===== src/common/scratch_defs.svh =====
// ######################################
// scratchpad sizing
// word width, bank geometry and the APB
// address width shared by the design
// ######################################

`ifndef SCRATCH_DEFS_SVH
`define SCRATCH_DEFS_SVH

// data word in bits
`define SCRATCH_WORD_W 32
// words held by one bank
`define SCRATCH_BANK_ROWS 256
// number of banks behind the bridge
`define SCRATCH_BANKS 2
// byte address width on the APB side
`define SCRATCH_ADDR_W 12

`endif

===== src/common/mem_pkg.sv =====
// ######################################
// memory types
// word type and single-port request
// ######################################

`include "scratch_defs.svh"

package mem_pkg;

  // row index width inside one bank
  localparam int unsigned ROW_W = $clog2(`SCRATCH_BANK_ROWS);

  typedef logic [`SCRATCH_WORD_W-1:0] word_t;

  // v qualifies the request, w selects write over read
  typedef struct packed {
    logic             v;
    logic             w;
    logic [ROW_W-1:0] addr;
    word_t            data;
  } mem_req_s;

endpackage


===== src/common/apb_pkg.sv =====
// ######################################
// APB types
// request and response bundles of the
// outside APB port
// ######################################

`include "scratch_defs.svh"

package apb_pkg;

  // driven by the master, held until pready
  typedef struct packed {
    logic                       psel;
    logic                       penable;
    logic                       pwrite;
    logic [`SCRATCH_ADDR_W-1:0] paddr;
    logic [`SCRATCH_WORD_W-1:0] pwdata;
  } apb_req_s;

  // driven by the slave
  // prdata and pslverr only count while pready is high
  typedef struct packed {
    logic [`SCRATCH_WORD_W-1:0] prdata;
    logic                       pready;
    logic                       pslverr;
  } apb_rsp_s;

endpackage


===== src/verilog/apb_scratch_bridge.sv =====
// ######################################
// APB to scratchpad bridge
// decodes bank and row, checks the
// address, issues one request per
// transfer and forms the response
// ######################################

`timescale 1ns/1ps
`include "scratch_defs.svh"

module apb_scratch_bridge
(
  input  logic              clk_lo,
  input  logic              rst_n_i,
  input  apb_pkg::apb_req_s apb_req_i,
  output apb_pkg::apb_rsp_s apb_rsp_o,
  output mem_pkg::mem_req_s bank_req_o [`SCRATCH_BANKS],
  input  mem_pkg::word_t    bank_rdata_i [`SCRATCH_BANKS]
);
  import mem_pkg::*;

  localparam int unsigned WIDX_W = `SCRATCH_ADDR_W - 2;
  localparam int unsigned BANK_W = $clog2(`SCRATCH_BANKS);
  localparam int unsigned WORDS  = `SCRATCH_BANKS * `SCRATCH_BANK_ROWS;

  typedef enum logic [1:0] {ST_IDLE, ST_ISSUE, ST_RESPOND} state_e;

  state_e                    state_q;
  state_e                    state_d;
  logic [WIDX_W-1:0]         word_idx;
  logic [ROW_W-1:0]          row;
  logic [BANK_W-1:0]         bank_sel;
  logic [BANK_W-1:0]         bank_q;
  logic                      addr_ok;
  logic                      err_q;
  logic [`SCRATCH_BANKS-1:0] bank_v;

  // byte address to word index, then bank above row
  assign word_idx = apb_req_i.paddr[`SCRATCH_ADDR_W-1:2];
  assign row      = word_idx[ROW_W-1:0];
  assign bank_sel = word_idx[ROW_W +: BANK_W];
  assign addr_ok  = (apb_req_i.paddr[1:0] == 2'b00) && (word_idx < WIDX_W'(WORDS));

  always_comb
  begin
    state_d = state_q;
    case (state_q)
      ST_IDLE:    if (apb_req_i.psel && !apb_req_i.penable) state_d = ST_ISSUE;
      ST_ISSUE:   state_d = ST_RESPOND;
      ST_RESPOND: state_d = ST_IDLE;
      default:    state_d = ST_IDLE;
    endcase
  end

  always_ff @(posedge clk_lo or negedge rst_n_i)
  begin
    if (!rst_n_i)
    begin
      state_q <= ST_IDLE;
      bank_q  <= '0;
      err_q   <= 1'b0;
    end
    else
    begin
      state_q <= state_d;
      // keep the decode for the response cycle
      if (state_q == ST_ISSUE)
      begin
        bank_q <= bank_sel;
        err_q  <= ~addr_ok;
      end
    end
  end

  // request goes out in the first access cycle, only for a legal address
  for (genvar b = 0; b < `SCRATCH_BANKS; b++)
  begin : g_bank
    assign bank_v[b]     = (state_q == ST_ISSUE) && addr_ok && (bank_sel == BANK_W'(b));
    assign bank_req_o[b] = '{v: bank_v[b], w: apb_req_i.pwrite, addr: row,
                             data: apb_req_i.pwdata};
  end

  always_comb
  begin
    apb_rsp_o = '0;
    if (state_q == ST_RESPOND)
    begin
      apb_rsp_o.pready  = 1'b1;
      apb_rsp_o.pslverr = err_q;
      if (!err_q && !apb_req_i.pwrite)
        apb_rsp_o.prdata = bank_rdata_i[bank_q];
    end
  end

  a_ready_in_access: assert property (@(posedge clk_lo) disable iff (!rst_n_i)
    apb_rsp_o.pready |-> (apb_req_i.psel && apb_req_i.penable))
    else $error("bridge: pready outside an access phase");

  // master must hold the transfer until it sees pready
  a_req_stable: assert property (@(posedge clk_lo) disable iff (!rst_n_i)
    (apb_req_i.psel && !apb_rsp_o.pready) |=>
      ($stable(apb_req_i.paddr) && $stable(apb_req_i.pwrite) && $stable(apb_req_i.pwdata)))
    else $error("bridge: request changed while pending");

endmodule


===== config.mk =====
export PLATFORM = sky130hd
export DESIGN_NAME = apb_scratch_bridge
export DESIGN_NICKNAME = d
export VERILOG_FILES = /design/src/common/mem_pkg.sv /design/src/common/apb_pkg.sv /design/src/verilog/apb_scratch_bridge.sv
export VERILOG_INCLUDE_DIRS = /design/src /design/src/common
export SDC_FILE = /design/constraint.sdc
export NUM_CORES = 1
export LEC_CHECK = 0
export ABC_CLOCK_PERIOD_IN_PS = 3700
export BUFFER_PORTS_ARGS = -buffer_cell sky130_fd_sc_hd__buf_2
export CORE_AREA = 3 3 89 91
export CTS_BUF_LIST = sky130_fd_sc_hd__clkbuf_16
export DETAILED_ROUTE_END_ITERATION = 10
export DIE_AREA = 0 0 92 94
export PLACE_DENSITY_LB_ADDON = 0.15
export SETUP_SLACK_MARGIN = 0.15
export SYNTH_ARGS = -nofsm -noshare
export SYNTH_HDL_FRONTEND = slang
export SYNTH_SLANG_ARGS = --single-unit

===== constraint.sdc =====
create_clock -name clk_lo -period 3.7 [get_ports clk_lo]
set_input_delay 0.555 -clock clk_lo [delete_from_list [all_inputs] [get_ports clk_lo]]
set_output_delay 0.555 -clock clk_lo [all_outputs]
set_load 0.02 [all_outputs]

# Word-level counts from Yosys, hierarchy flattened
# Cells that the tools add are included.
[word_totals]
wordCells = 29
regBits = 4
out_inout_bits = 118
inputBits = 113
[op_classes]
eq_ne = 3
n_reduce_logical = 11
magnitude_cmp = 2
n_bitwise = 3
muxes = 7
[op_table]
columns = ["operator", "count"]
rows = [
  ["$mux 32", 4],
  ["$mux 34", 1],
  ["$lt 10x10->1 const B", 1],
  ["$logic_and 1x1->1", 6],
  ["$logic_not 2->1", 2],
  ["$pmux 2 s2", 1],
  ["$logic_not 1->1", 3],
  ["$eq 2x1->1 const B", 1],
  ["$eq 2x2->1 const B", 1],
  ["$ge 2x2->1 const B", 1],
  ["$mux 2", 1],
  ["$ne 2x2->1 const B", 1],
  ["$not 1->1", 2],
  ["$not 1->2", 1],
]

# Longest topological paths before layout
[depth]
depth_word = 6
mapped_depth = 4
ltp_nobuf = 2

# Worst setup path after synthesis
# Ideal clock, no wire load.
[synth_timing]
path_type = "input-to-output"
from = "input apb_req_i[44] (netlist bit)"
to = "output apb_rsp_o[10] (netlist bit)"
required_ns = 3.145
path_buffers = 2
slack_ns = 1.549
arrival_ns = 1.596
stages = 4
cell_sequence = "or4b_1 > buf_2 > buf_6 > nor2_1"
[synth_rtl]
columns = ["element", "line", "rtl"]
rows = [
  ["from (decl)", "apb_scratch_bridge.sv:15", "input apb_pkg::apb_req_s apb_req_i,"],
  ["to (decl)", "apb_scratch_bridge.sv:16", "output apb_pkg::apb_rsp_s apb_rsp_o,"],
]

==> summary.txt <==
result of the run = complete, no violations
synth warn = 0
Area Overhead vs Synth = 6.27%
fin crit share = 72.4%
Final Power = 0.397 mW
VDD IR max = 195 uV
number of instances resized during post-cts repair = 0
wire length of the first global-routing pass = 4820 microns
post-synth design cell area = 0.00130 sq mm
pin count of the biggest net entering global routing = 34
post-synthesis cell type count = 16
TritonCTS Buffers = 3
antenna violations before repair = 0
TritonCTS clock tree = done
quantity of hold-fixing buffers added after cts = 0
setup violation total in the final timing report = 0
count of buffers added by post-CTS timing repair for setup = 0
WL/cell = 10.7 microns
Clock Latency Late Sink = 220 ps
leakage dissipation = 0.853 nW
total number of vias = 1031
Pre-Repair DR Iteration Count = 2
Post-DP HPWL = 2510 microns
fmax = 373 MHz
H-tree Lvls = 1
measured slew at the worst slew-check pin = 1140 ps
total grt overflow = 0
most frequent cells in the layout = 110 x sky130_fd_sc_hd__buf_2, 33 x sky130_fd_sc_hd__mux2i_1, 32 x sky130_fd_sc_hd__nor2_1, 3 x sky130_fd_sc_hd__clkbuf_16, 3 x sky130_fd_sc_hd__dfrtp_1
IO buf count = 110
remaining antenna violation count = 0
height of the die = 94 microns
Cell Pwr Density = 288 mW/mm^2
area occupied by multi-input gates = 519 sq um
CORE AREA = 0.00721 sq mm
fin util = 19.1%
DP Cell Count = 288
number of failing hold endpoints at the final stage = 0
weighted congestion reported at the end of routability-driven placement = 0.623
Clock Root Buffer = sky130_fd_sc_hd__clkbuf_16
overall die area = 0.00865 sq mm
routed via count divided by cell count = 3.53
data required time at the worst endpoint = 3140 ps
type of destination of the critical path = output pin
Worst Setup Start Kind = flop
count of max-cap constraint violations = 0
final net count = 307
class of the tightest hold or removal check = input port to asynchronous set/reset pin
Final Routed Wirelength = 3140 microns
Worst EP arrival = 2130 ps
most common cell after layout, fill and taps aside = sky130_fd_sc_hd__buf_2
layout cell share with drive strength beyond 1 = 59.6%
post-synthesis sequential area ratio = 7.72%
CP max FO = 32
CTS clk-pin slew, worst paths = 30 ps
minimum clock period = 2680 ps
Synth Net Count = 282
fillers = 839
Diodes inserted = 0
critical path class = flop to output pin
chip width = 92 microns
smallest setup slack after layout = 1020 ps
worst-case headroom to the max-slew limit = 23.8%
Clock Sink Count = 4
worst clock skew = 2.57 ps
Post-Syn Area per Cell = 7.67 sq um
vias in the first global route = 1027
GRT Util Overall = 6.67%
area taken by flip-flops and latches = 101 sq um
synthesized instance count = 169
number of design rule violations left after detail routing = 0
number of buffers on the longest clock path = 2
unrepaired setup endpoints after global routing = false
r2r worst-path depth = 1
Final Max Tran Viols = 0
starting density of the core = 18.0%
Iter 0 DRT Violations = 11
fin cells = 292
post-synthesis register bit count = 4
Std-Cell Rows = 31
I/O pins = 231
pre-CTS setup slack = 978 ps
final setup TNS = 0 ps
==> final cells by class <==
cell class	count	area share [%]
multi-input cells	74	37.7
inverters	1	0.272
clock inverters	1	0.272
flip-flops and latches	4	7.36
repair buffers	110	40.0
well taps	99	8.99
clock buffers	3	5.45
==> synthesized netlist by cell type, drive strengths merged <==
cell,n,area [sq um]
buf,89,669
mux2i,33,330
nor2,32,120
dfrtp,4,100
nor2b,2,12.5
and2,1,6.26
and3,1,6.26
and3b,1,8.76
clkbuf,1,3.75
inv,1,3.75
mux2,1,11.3
nor3,1,5.00
nor4b,1,8.76
or4b,1,10.0
==> per-stage QoR <==
stage               hold slack [ps]  cell area, sq um
floorplan                       259              1300
global placement                370              1300
detailed placement              369              1300
CTS                             134              1380
global route                    135              1380
finish                          132              1380
==> flip-flops by register name (all words and copies together) (netlist names) <==
name,cells
bank_q,1
err_q,1
state_q,2
==> metal layers <==
metal	vias to the layer above	wire length, microns	global-route usage (%)
li1	507	-	-
met1	411	1010	6.93
met2	86	1530	11.4
met3	27	441	2.48
met4	0	161	4.21
met5	-	0	0
==> worst max-delay path, cell delays in order, from the launching register on <==
cell and delay (ps):
sky130_fd_sc_hd__dfrtp_1 390, sky130_fd_sc_hd__or4b_1 1050, sky130_fd_sc_hd__nor2_1 270, sky130_fd_sc_hd__buf_2 200
==> kinds of logic after synthesis <==
group	synth area share, %
and+or+nand+nor	13.7
muxes	26.4
buffers and inverters	52.2
DFF	7.72
==> worst paths after layout <==
kind / from / to / slack (ps)
min: rst_n_i / err_q / 130
max in group asynchronous: rst_n_i / bank_q / 3430
min reg2reg: state_q[1] / state_q[0] / 470
max reg2reg: bank_q / bank_q / 2340
max: state_q[0] / apb_rsp_o[13] / 1020
min in group clk_lo: state_q[1] / state_q[0] / 470
==> power by group <==
group | leakage (nW) | switching (mW) | total, mW | internal (mW)
sequential | 0.0468 | 0.0452 | 0.0943 | 0.0491
combinational | 0.764 | 0.0400 | 0.132 | 0.0917
clock | 0.0423 | 0.0311 | 0.171 | 0.140
total | 0.853 | 0.116 | 0.397 | 0.280
(Power assumes the default switching activity.)
